`src/design/shiftDataPkg.sv`:
```
package shiftDataPkg;

    // width of the word that travels through the shifter.
    localparam int DataWidth = 32;

    // one amount bit per layer, so log2 of the word width.
    localparam int AmountWidth = $clog2(DataWidth);

    // the data word and the shift amount.
    typedef logic [DataWidth-1:0] dataWord_t;
    typedef logic [AmountWidth-1:0] shiftAmount_t;

endpackage

```
`src/design/shiftOpPkg.sv`:
```
package shiftOpPkg;

    // direction that travels with every operation.
    typedef enum logic {
        ShiftLeft       = 1'b0, // logical, zero fill.
        ShiftRightArith = 1'b1  // arithmetic, sign fill.
    } shiftDir_t;

    // one layer per amount bit.
    localparam int NumStages = shiftDataPkg::AmountWidth;

endpackage

```
`src/design/shiftStageIf.sv`:
```
`timescale 1ns/1ns

interface shiftStageIf;
    import shiftDataPkg::*;
    import shiftOpPkg::*;

    logic         valid;  // sender has an operation.
    logic         ready;  // receiver can take it.
    dataWord_t    data;   // partially shifted word.
    shiftAmount_t amount;
    shiftDir_t    dir;

    // payload is held steady while valid waits on ready.
    modport src (
        output valid,
        output data,
        output amount,
        output dir,
        input  ready
    );

    modport dst (
        input  valid,
        input  data,
        input  amount,
        input  dir,
        output ready
    );

endinterface

```
`src/design/barrelShifter.sv`:
```
`timescale 1ns/1ns

module barrelShifter #(
    parameter int DataWidth = shiftDataPkg::DataWidth
) (
    input  logic                     clk,
    input  logic                     rst,

    input  logic                     inValid,
    output logic                     inReady,
    input  shiftDataPkg::dataWord_t    inData,
    input  shiftDataPkg::shiftAmount_t inAmount,
    input  shiftOpPkg::shiftDir_t      inDir,

    output logic                     outValid,
    input  logic                     outReady,
    output shiftDataPkg::dataWord_t    outData
);
    import shiftDataPkg::*;
    import shiftOpPkg::*;

    // link[i] feeds stage i, link[NumStages] is the output side.
    shiftStageIf link [NumStages+1] ();

    // input ports drive the first link.
    assign link[0].valid  = inValid;
    assign link[0].data   = inData;
    assign link[0].amount = inAmount;
    assign link[0].dir    = inDir;
    assign inReady        = link[0].ready; // low only when every slot is full.

    // stage 0 shifts by 1, stage 4 by 16.
    for (genvar g = 0; g < NumStages; g++) begin : gStage
        shiftStage #(
            .DataWidth  (DataWidth),
            .StageIndex (g)
        ) u_shiftStage (
            .clk  (clk),
            .rst  (rst),
            .up   (link[g]),
            .down (link[g+1])
        );
    end

    // last link goes to the output ports; its amount and dir are spent.
    assign outValid              = link[NumStages].valid;
    assign outData               = link[NumStages].data;
    assign link[NumStages].ready = outReady;

endmodule

```
`src/design/shiftStage.sv`:
```
`timescale 1ns/1ns

module shiftStage #(
    parameter int DataWidth  = shiftDataPkg::DataWidth,
    parameter int StageIndex = 0
) (
    input logic     clk,
    input logic     rst,
    shiftStageIf.dst up,
    shiftStageIf.src down
);
    import shiftDataPkg::*;
    import shiftOpPkg::*;

    // this layer moves the word by 2**StageIndex bits.
    localparam int Distance = 1 << StageIndex;

    logic         shiftEn;
    logic         signFill;
    dataWord_t    leftResult;
    dataWord_t    rightResult;
    dataWord_t    shifted;
    logic         loadEn;

    logic         validQ;
    dataWord_t    dataQ;
    shiftAmount_t amountQ;
    shiftDir_t    dirQ;

    // amount bit for this layer.
    assign shiftEn  = up.amount[StageIndex];
    assign signFill = up.data[DataWidth-1]; // top bit of the incoming word.

    // both candidate results for the whole layer.
    assign leftResult  = up.data << Distance;
    assign rightResult = {{Distance{signFill}}, up.data[DataWidth-1:Distance]};

    always_comb begin
        if (!shiftEn) begin
            shifted = up.data;
        end else if (up.dir == ShiftLeft) begin
            shifted = leftResult;
        end else begin
            shifted = rightResult;
        end
    end

    // slot can take a new operation if it is empty or is being drained.
    assign up.ready = !validQ || down.ready;
    assign loadEn   = up.valid && up.ready;

    always_ff @(posedge clk) begin
        if (rst) begin
            validQ <= 1'b0;
        end else if (loadEn) begin
            validQ <= 1'b1;
        end else if (down.ready) begin
            validQ <= 1'b0; // result went downstream.
        end
    end

    // payload only changes on a load, so it holds under back-pressure.
    always_ff @(posedge clk) begin
        if (loadEn) begin
            dataQ   <= shifted;
            amountQ <= up.amount; // later layers still need their bits.
            dirQ    <= up.dir;
        end
    end

    assign down.valid  = validQ;
    assign down.data   = dataQ;
    assign down.amount = amountQ;
    assign down.dir    = dirQ;

endmodule

```
`config.mk`:
```
export PLATFORM = sky130hd
export DESIGN_NAME = barrelShifter
export DESIGN_NICKNAME = d
export VERILOG_FILES = /design/src/design/shiftDataPkg.sv /design/src/design/shiftOpPkg.sv /design/src/design/shiftStageIf.sv /design/src/design/barrelShifter.sv /design/src/design/shiftStage.sv
export SDC_FILE = /design/constraint.sdc
export NUM_CORES = 1
export LEC_CHECK = 0
export BUFFER_PORTS_ARGS = -buffer_cell sky130_fd_sc_hd__buf_2
export CAP_MARGIN = 20
export CORE_UTILIZATION = 65
export DETAILED_ROUTE_END_ITERATION = 10
export GPL_TIMING_DRIVEN = 0
export PLACE_DENSITY = 0.94
export REMOVE_ABC_BUFFERS = 1
export SLEW_MARGIN = 20
export SYNTH_ARGS = -nofsm -noshare
export SYNTH_HDL_FRONTEND = slang
export SYNTH_HIERARCHICAL = 1
export SYNTH_SLANG_ARGS = --single-unit
```
`constraint.sdc`:
```
create_clock -name clk -period 4.85 [get_ports clk]
set_input_delay 0.7275 -clock clk [delete_from_list [all_inputs] [get_ports clk]]
set_output_delay 0.7275 -clock clk [all_outputs]
set_load 0.05 [all_outputs]
```
==> metrics.csv, run 1 <==
metric,value,unit
synth_area,0.00864,mm^2
critPathLaunchType,input pin,
area_growth,9.61,%
wl_per_cell,15.0,um
crit_start,outReady,
antenna_found_initial,0,
ioPinCount,76,
synth_warnings,6,
die_area,0.0138,mm^2
grt_pass1_wl,23.2,mm
coreArea,0.0128,mm^2
run_status,completed,
grt_max_degree,64,
crit_chain,buf_2 > nand2b_1 > nand2b_1 > nand2b_1 > nand2b_1 > nand2b_1 > buf_2,
clock_sinks,179,
drive_above_1_share,16.8,%
final.setup.worst_slack,2.20,ns
postRouteAntennaNets,0,
regToRegStartpoint,gStage[4].u_shiftStage/down.valid$_SDFFE_PP0P_,
antennaDiodeCount,0,
fin_nets,777,
fillers,793,
insertion_delay,0.42,ns
cts_tree,yes,
crit_top_cell,nand2b_1,
slew_headroom,32.5,%
port_buffers,75,
hold_start,gStage[0].u_shiftStage/down.amount[2]$_DFFE_PP_,
pwr_density_cell,363,mW/mm^2
drv_slew,0,
final-seq-area,0.00533,mm^2
die_y,117,um
clock_skew,0.00901,ns
grt_remaining_overflow,0,
crit_slowest_cell,buf_2,
netlist_instances,686,
critPathMaxFanout,3,
rows,41,
dp.final_hpwl,9.42,mm
hold_violations,0,
setup_viol,0,
h-tree-depth,4,
worst-r2r-setup-slack,2.81,ns
max_freq,377,MHz
place_congestion,0.885,
post-place-ws,2.23,ns
drt-pass1-iter-count,6,
grt_usage,21.0,%
layout_commonest_cell,edfxtp_1,
worst_ep_required_time,4.12,ns
drcViolationCount,0,
cap_violations,0,
rsz0062_at_grt,false,
final_cell_mix,"edfxtp_1 (174), nor2_1 (124), a21oi_1 (114), mux2i_1 (109), buf_2 (75)",
p_leak,3.63,nW
start_util,67.7,%
holdBufCountCts,0,
root_buffer,clkbuf_16,
vias,5350,
period_needed,2.65,ns
wl,13.8,mm
max-vdd-ir-drop,0.296,mV
setup_tns,0,ns
crit_family,simple AND/OR/NAND/NOR gates,
end_kind,output pin,
crit_arrival,1.93,ns
crit_type,in2out,
viasPerCell,5.82,
multi_input_area,0.00279,mm^2
path_buf_inv,2,
worst_pin_slew,1.01,ns
slowest_delay,0.22,ns
hp-class,reg2reg,
dieWidth,117,um
fin_crit_sh,54.7,%
post_cts_buffers,0,
drt_iter0_drc,261,
path_clk_slew,0.06,ns
grt_pass1_vias,4977,
cts_buffer_depth,2,
post_cts_resized,0,
cts_buffers,17,
syn-mean-instance-area,12.6,um^2
[state kept, by name, summed over array words and instances (netlist names)]
| register | count |
|---|---|
| gStage.u_shiftStage/down.amount | 10 |
| gStage.u_shiftStage/down.data | 160 |
| gStage.u_shiftStage/down.dir | 4 |
| gStage.u_shiftStage/down.valid | 5 |
[area by class of cell]
class                           count  area share, %
Clock buffer                       19           4.57
Clock inverter                     13           1.84
Sequential cell                   179           56.2
Inverter                           15          0.594
Multi-Input combinational cell    440           29.5
Timing Repair Buffer               82           5.07
Tap cell                          172           2.27
[final timing paths]
kind / depth (start not counted) / end
worst min-delay path: 0 / gStage[1].u_shiftStage/down.amount[2]$_DFFE_PP_
worst max register to register: 6 / gStage[0].u_shiftStage/down.data[0]$_DFFE_PP_
worst min register to register: 0 / gStage[1].u_shiftStage/down.amount[2]$_DFFE_PP_
worst max-delay path: 7 / inReady
[power by group]
group | leakage [nW] | total [mW] | switching (mW) | internal [mW]
registers | 1.65 | 1.82 | 0.0503 | 1.77
logic | 1.69 | 0.238 | 0.137 | 0.101
clock network | 0.290 | 1.38 | 0.560 | 0.820
total | 3.63 | 3.44 | 0.748 | 2.69
[per-stage QoR]
stage	hold slack (ns)	cell area, um^2	cells	utilization (%)	power, mW
2_1_floorplan	0.400	8170	634	-	1.99
3_3_place_gp	0.406	8760	881	68.5	2.06
3_5_place_dp	0.415	8850	887	69.3	2.08
4_1_cts	0.429	9460	919	74.0	3.46
5_1_grt	0.434	9470	920	74.2	3.54
6_report	0.423	9470	920	74.2	3.44
[routing by layer]
layer / track usage (%) / vias up / wire length (um)
met5: 0 / - / 0
met4: 9.09 / 0 / 262
met3: 3.84 / 29 / 600
met2: 38.9 / 196 / 7380
met1: 23.4 / 2498 / 5610
li1: - / 2627 / -
Power figures use the tool's default switching activity.
==> inputs of run 2 (changes only) <==
--- a/config.mk
+++ b/config.mk
@@ -7,10 +7,10 @@
 export LEC_CHECK = 0
 export BUFFER_PORTS_ARGS = -buffer_cell sky130_fd_sc_hd__buf_2
 export CAP_MARGIN = 20
-export CORE_UTILIZATION = 65
+export CORE_UTILIZATION = 54
 export DETAILED_ROUTE_END_ITERATION = 10
 export GPL_TIMING_DRIVEN = 0
-export PLACE_DENSITY = 0.94
+export PLACE_DENSITY = 0.84
 export REMOVE_ABC_BUFFERS = 1
 export SLEW_MARGIN = 20
 export SYNTH_ARGS = -nofsm -noshare
==> constraint.sdc (replaced) <==
create_clock -name clk -period 2.25 [get_ports clk]
set_input_delay 0.3375 -clock clk [delete_from_list [all_inputs] [get_ports clk]]
set_output_delay 0.3375 -clock clk [all_outputs]
set_load 0.05 [all_outputs]
==> run 2 against run 1 <==
Compared with the run above:
- largest cell class unchanged
- critical endpoint unchanged
- cell count increased by 4.3%
- critical path type is now reg2out
- sequential cell count unchanged
- sequential power increased by 110%
- clock skew decreased by 0.0020 ns
- wire length decreased by 8.6%
- combinational power increased by 110%
- via count decreased by 4.6%
- register-to-register slack got worse by 2.4 ns
- sequential share of layout area unchanged
- count of clock-buffer cells in the layout decreased by 1
- die area increased by 20%
- clock power increased by 93%
==> metrics.csv, run 2 (synthesized netlist as in run 1, its figures left out) <==
metric,value,unit,change
run_status,completed,,
layout_commonest_cell,edfxtp_1,,
wl_per_cell,13.2,um,-12%
drt-pass1-iter-count,4,,-2
p_total,7.08,mW,+110%
critPathLaunchType,flip-flop,,
crit_arrival,1.74,ns,-0.19 ns
hp-class,in2reg,,
final.setup.worst_slack,0.171,ns,-2.03 ns
slew_headroom,32.3,%,-0.18 points
coreArea,0.0154,mm^2,+21%
postRouteAntennaNets,0,,unchanged
place_congestion,0.814,,-8.0%
end_kind,output pin,,
grt_max_degree,64,,unchanged
path_clk_slew,0.06,ns,about the same
comb_power_share,7.1,%,+0.2 points
drive_above_1_share,16.8,%,-0.022 points
h-tree-depth,4,,unchanged
post-place-ws,0.109,ns,-2.12 ns
fin_crit_sh,92.4,%,
rows,45,,+9.8%
pwr_density_cell,747,mW/mm^2,+110%
antennaDiodeCount,0,,unchanged
cts_buffer_depth,2,,unchanged
grt_usage,16.5,%,-4.5 points
ioPinCount,76,,unchanged
grt_pass1_vias,4703,,-5.5%
crit_type,reg2out,,
critPathMaxFanout,3,,unchanged
fin_nets,778,,+0.13%
drcViolationCount,0,,unchanged
cts_tree,yes,,
cap_violations,0,,unchanged
die_y,129,um,+9.5%
power_frac_clock,37.6,%,-2.6 points
final_cell_mix,"edfxtp_1 (174), nor2_1 (124), a21oi_1 (114), mux2i_1 (109), buf_2 (75)",,
hold_violations,0,,unchanged
worst-r2r-setup-slack,0.37,ns,-2.44 ns
root_buffer,clkbuf_16,,
regToRegStartpoint,gStage[3].u_shiftStage/down.amount[4]$_DFFE_PP_,,
final_util,61.4,%,-13 points
crit_path_end,inReady,,
grt_remaining_overflow,0,,unchanged
port_buffers,75,,unchanged
insertion_delay,0.42,ns,about the same
crit_start,gStage[4].u_shiftStage/down.valid$_SDFFE_PP0P_,,
cts_buffers,17,,unchanged
reg2reg_depth,2,,-4
p_seq_share,55.3,%,+2.4 points
max-vdd-ir-drop,0.570,mV,+93%
clock_sinks,179,,unchanged
setup_viol,0,,unchanged
max_freq,481,MHz,
p_sw,1.53,mW,+110%
hold_ws,0.0905,ns,-0.332 ns
drt_iter0_drc,169,,-35%
die_area,0.0165,mm^2,+20%
worst_pin_slew,1.01,ns,+0.00275 ns
grt_pass1_wl,21.3,mm,-7.8%
viasPerCell,5.32,,-8.6%
dp.final_hpwl,9.06,mm,-3.8%
period_needed,2.08,ns,
holdBufCountCts,0,,unchanged
reg2reg_to,gStage[4].u_shiftStage/down.data[8]$_DFFE_PP_,,
area_growth,9.61,%,unchanged
p_int,5.54,mW,+110%
rsz0062_at_grt,true,,
start_util,56.0,%,-12 points
worst_ep_required_time,1.91,ns,-2.21 ns
largest_reg_flops,160,,unchanged
vias,5103,,-4.6%
p_leak,3.60,nW,-0.73%
wl,12.7,mm,-8.6%
drv_slew,0,,unchanged
swShare,21.7,%,-0.057 points
dieWidth,129,um,+9.5%
antenna_found_initial,0,,unchanged
clock_skew,0.00701,ns,-0.00200 ns
==> run 2: cell types whose count changed in the layout (fill, tap and decap cells not counted) <==
cell and delta:
bufinv_16 -2, clkinv_1 +1, clkinv_2 +4, buf_8 +1, clkbuf_1 -1, clkinvlp_4 +3, clkinv_4 -3, and2_4 +1
inv_6 -1, and2_1 +1, inv_8 -1, and2_2 -2
==> run 2: metal layers <==
metal / vias up / GRT usage (%) / share of wire [%] / wire, um
met5: - / 0 / 0 / 0
met4: 0 / 7.06 / 1.6 / 204
met2: 119 / 28.4 / 49 / 6210
met1: 2339 / 19.3 / 45 / 5700
li1: 2626 / - / - / -
met3: 19 / 4.70 / 4.3 / 547
==> run 2: how the worst min path moves through the flow <==
stage / startpoint / end / slack [ns] / cells past startpoint
2_1_floorplan: gStage[0].u_shiftStage/down.amount[2]$_DFFE_PP_ / gStage[1].u_shiftStage/down.amount[2]$_DFFE_PP_ / 0.40 / 0
3_3_place_gp: gStage[1].u_shiftStage/down.amount[4]$_DFFE_PP_ / gStage[2].u_shiftStage/down.amount[4]$_DFFE_PP_ / 0.41 / 0
3_5_place_dp: gStage[1].u_shiftStage/down.amount[3]$_DFFE_PP_ / gStage[2].u_shiftStage/down.amount[3]$_DFFE_PP_ / 0.40 / 0
4_1_cts: inAmount[4] / gStage[0].u_shiftStage/down.amount[4]$_DFFE_PP_ / 0.07 / 1
5_1_grt: inAmount[4] / gStage[0].u_shiftStage/down.amount[4]$_DFFE_PP_ / 0.07 / 1
6_report: inAmount[1] / gStage[0].u_shiftStage/down.amount[1]$_DFFE_PP_ / 0.09 / 1
==> run 2: per-stage QoR <==
step / area [um^2] / setup TNS (ns) / cells
final: 9470 / 0 / 960
after global routing: 9470 / -0.00537 / 960
after CTS: 9460 / 0 / 959
after detailed placement: 8910 / 0 / 927
after global placement: 8800 / -19.14 / 920
after floorplan: 8170 / -23.96 / 634
==> run 2: power by group through the flow <==
stage	Clock, mW	Sequential [mW]	Combinational [mW]
floorplan	0	4.00	0.289
global placement	0	4.01	0.434
detailed placement	0	3.99	0.498
CTS	2.72	3.91	0.503
global route	2.85	3.93	0.562
finish	2.66	3.91	0.505
==> run 2: repair_timing <==
action,4_1_cts,5_1_grt
gates resized for setup,0,1
buffers inserted,0,0
setup endpoints to repair,0,37
==> run 2: worst max-delay path, stage by stage (launching register included) <==
cell and delay [ns]:
dfxtp_1 0.32, nand2b_1 0.08, nand2b_1 0.17, nand2b_1 0.18
nand2b_1 0.18, nand2b_1 0.17, buf_2 0.22
==> run 2: cell type report <==
type,instances,area [um^2]
fill,1206,5950
sequential,179,5330
multi-input combinational,440,2790
timing repair buffer,83,495
clock buffer,18,429
tap,211,264
clock inverter,14,114
inverter,15,56.3
==> inputs of run 3 (changes only) <==
--- a/config.mk
+++ b/config.mk
@@ -7,10 +7,10 @@
 export LEC_CHECK = 0
 export BUFFER_PORTS_ARGS = -buffer_cell sky130_fd_sc_hd__buf_2
 export CAP_MARGIN = 20
-export CORE_UTILIZATION = 54
+export CORE_UTILIZATION = 32
 export DETAILED_ROUTE_END_ITERATION = 10
 export GPL_TIMING_DRIVEN = 0
-export PLACE_DENSITY = 0.84
+export PLACE_DENSITY = 0.58
 export REMOVE_ABC_BUFFERS = 1
 export SLEW_MARGIN = 20
 export SYNTH_ARGS = -nofsm -noshare
==> run 3 against run 2 <==
Compared with the run above:
- the flow now finishes with violations (DRC)
- sequential cell count is the same
- clock skew increased by 0.0088 ns
- sequential share of layout area shrank 1.9 points
==> metrics.csv, run 3 (synthesized netlist as in run 1, its figures left out) <==
metric,value,unit,change
fillers,2540,,+110%
place_congestion,0.722,,-11%
vias,4938,,-3.2%
die_area,0.0277,mm^2,+68%
viasPerCell,4.53,,-15%
cts_buffer_depth,2,,unchanged
critPathMaxFanout,3,,unchanged
dieWidth,166,um,+29%
reg2reg_to,gStage[4].u_shiftStage/down.data[11]$_DFFE_PP_,,
run_status,finished with violations,,
finalNonFillerCells,1089,,+13%
cts_buffers,17,,unchanged
postLayoutCellArea,0.00980,mm^2,+3.4%
max_freq,470,MHz,-2.3%
wl,14.0,mm,+10%
antennaDiodeCount,0,,unchanged
post_cts_buffers,0,,unchanged
drt-pass1-iter-count,7,,+3
drt_iter0_drc,264,,+56%
hold_end,gStage[0].u_shiftStage/down.amount[4]$_DFFE_PP_,,
setup_viol,0,,unchanged
whs_path_depth,1,,unchanged
grt_pass1_wl,23.4,mm,+9.8%
dp.final_hpwl,10.2,mm,+12%
root_buffer,clkbuf_16,,
grt_pass1_vias,4548,,-3.3%
layout_commonest_cell,edfxtp_1,,
rows,59,,+31%
path_clk_slew,0.07,ns,about the same
crit_arrival,1.79,ns,+0.05 ns
h-tree-depth,4,,unchanged
final_cell_mix,"edfxtp_1 (174), nor2_1 (124), a21oi_1 (114), mux2i_1 (109), buf_2 (75)",,
antenna_found_initial,0,,unchanged
placed_cells,1057,,+14%
drcViolationCount,8,,+8
period_needed,2.13,ns,+0.0491 ns
end_kind,output pin,,
cts_tree,yes,,
hp-class,in2reg,,
worst_pin_slew,1.03,ns,+0.0184 ns
dpl_cell_area,0.00921,mm^2,+3.4%
comb_power_share,7.3,%,+0.2 points
rsz0062_at_grt,false,,
cap_violations,0,,unchanged
area_growth,13.3,%,
die_y,166,um,+29%
largest_reg_flops,160,,unchanged
hold_violations,0,,unchanged
drive_above_1_share,17.8,%,+0.95 points
reg2reg_depth,2,,unchanged
pwr_density_cell,749,mW/mm^2,+0.26%
holdBufCountCts,0,,unchanged
swShare,24.5,%,+2.9 points
grt_remaining_overflow,0,,unchanged
post_cts_resized,0,,unchanged
coreArea,0.0263,mm^2,+70%
p_int,5.54,mW,-0.10%
ioPinCount,76,,unchanged
max-vdd-ir-drop,0.506,mV,-11%
violations,DRC,,
wl_per_cell,12.8,um,-2.6%
worst-r2r-setup-slack,0.33,ns,-0.04 ns
p_leak,3.69,nW,+2.4%
regToRegStartpoint,gStage[3].u_shiftStage/down.amount[4]$_DFFE_PP_,,
fin_nets,783,,+0.64%
crit_type,reg2out,,
slew_headroom,31.1,%,-1.2 points
postRouteAntennaNets,0,,unchanged
grt_max_degree,64,,unchanged
grt_usage,10.6,%,-5.9 points
critPathLaunchType,flip-flop,,
port_buffers,75,,unchanged
start_util,32.9,%,-23 points
p_seq_share,53.2,%,-2.1 points
insertion_delay,0.44,ns,+0.02 ns
clock_sinks,179,,unchanged
clock_skew,0.0158,ns,+0.00882 ns
p_sw,1.80,mW,+17%
worst_ep_required_time,1.91,ns,about the same
drv_slew,0,,unchanged
power_frac_clock,39.5,%,+1.9 points
hold_start,inAmount[4],,
fin_crit_sh,94.6,%,+2.2 points
## run 3: how the worst max path moves through the flow
stage | depth (start not counted) | end | from
2_1_floorplan | 6 | gStage[0].u_shiftStage/down.amount[1]$_DFFE_PP_ | gStage[4].u_shiftStage/down.valid$_SDFFE_PP0P_
3_3_place_gp | 7 | gStage[0].u_shiftStage/down.data[2]$_DFFE_PP_ | outReady
3_5_place_dp | 8 | gStage[0].u_shiftStage/down.data[3]$_DFFE_PP_ | outReady
4_1_cts | 6 | inReady | gStage[4].u_shiftStage/down.valid$_SDFFE_PP0P_
5_1_grt | 6 | inReady | gStage[4].u_shiftStage/down.valid$_SDFFE_PP0P_
6_report | 6 | inReady | gStage[4].u_shiftStage/down.valid$_SDFFE_PP0P_
## run 3: final cells by class
| type | instances | area [um^2] | area share [%] |
|---|---|---|---|
| Clock buffer | 17 | 425 | 4.34 |
| Clock inverter | 15 | 158 | 1.61 |
| Inverter | 15 | 56.3 | 0.575 |
| Multi-Input combinational cell | 440 | 2790 | 28.5 |
| Sequential cell | 179 | 5330 | 54.4 |
| Tap cell | 335 | 419 | 4.28 |
| Timing Repair Buffer | 88 | 623 | 6.36 |
## run 3: power groups by stage
stage | logic (mW) | clock network [mW] | registers (mW)
2_1_floorplan | 0.289 | 0 | 4.00
3_3_place_gp | 0.456 | 0 | 4.02
3_5_place_dp | 0.539 | 0 | 3.98
4_1_cts | 0.543 | 2.98 | 3.91
5_1_grt | 0.605 | 3.10 | 3.92
6_report | 0.536 | 2.90 | 3.90
## run 3: stage by stage
step | util, % | total power, mW | worst slack [ns] | hold WS [ns] | setup TNS, ns
floorplan | - | 4.29 | -0.608 | 0.400 | -23.96
global placement | 34.1 | 4.48 | -0.572 | 0.406 | -37.44
detailed placement | 35.1 | 4.52 | 0.257 | 0.406 | 0
CTS | 37.3 | 7.43 | 0.0972 | 0.0508 | 0
global route | 37.3 | 7.63 | 0.0140 | 0.0595 | 0
finish | 37.3 | 7.34 | 0.122 | 0.0707 | 0
## run 3: metal layers
metal,part of all wire [%],track usage [%],vias up,routed length [um]
met5,0,0,-,0
met4,1.1,4.47,0,150
met3,3.3,2.24,10,460
met2,43,15.5,88,6030
met1,53,15.1,2197,7350
li1,-,-,2643,-
## run 3: worst max-delay path, cell delays in order, from the launching register on
cell and delay, ns:
dfxtp_1 0.34, nand2b_1 0.09, nand2b_1 0.17, nand2b_1 0.17, nand2b_1 0.18, nand2b_1 0.18
buf_2 0.22
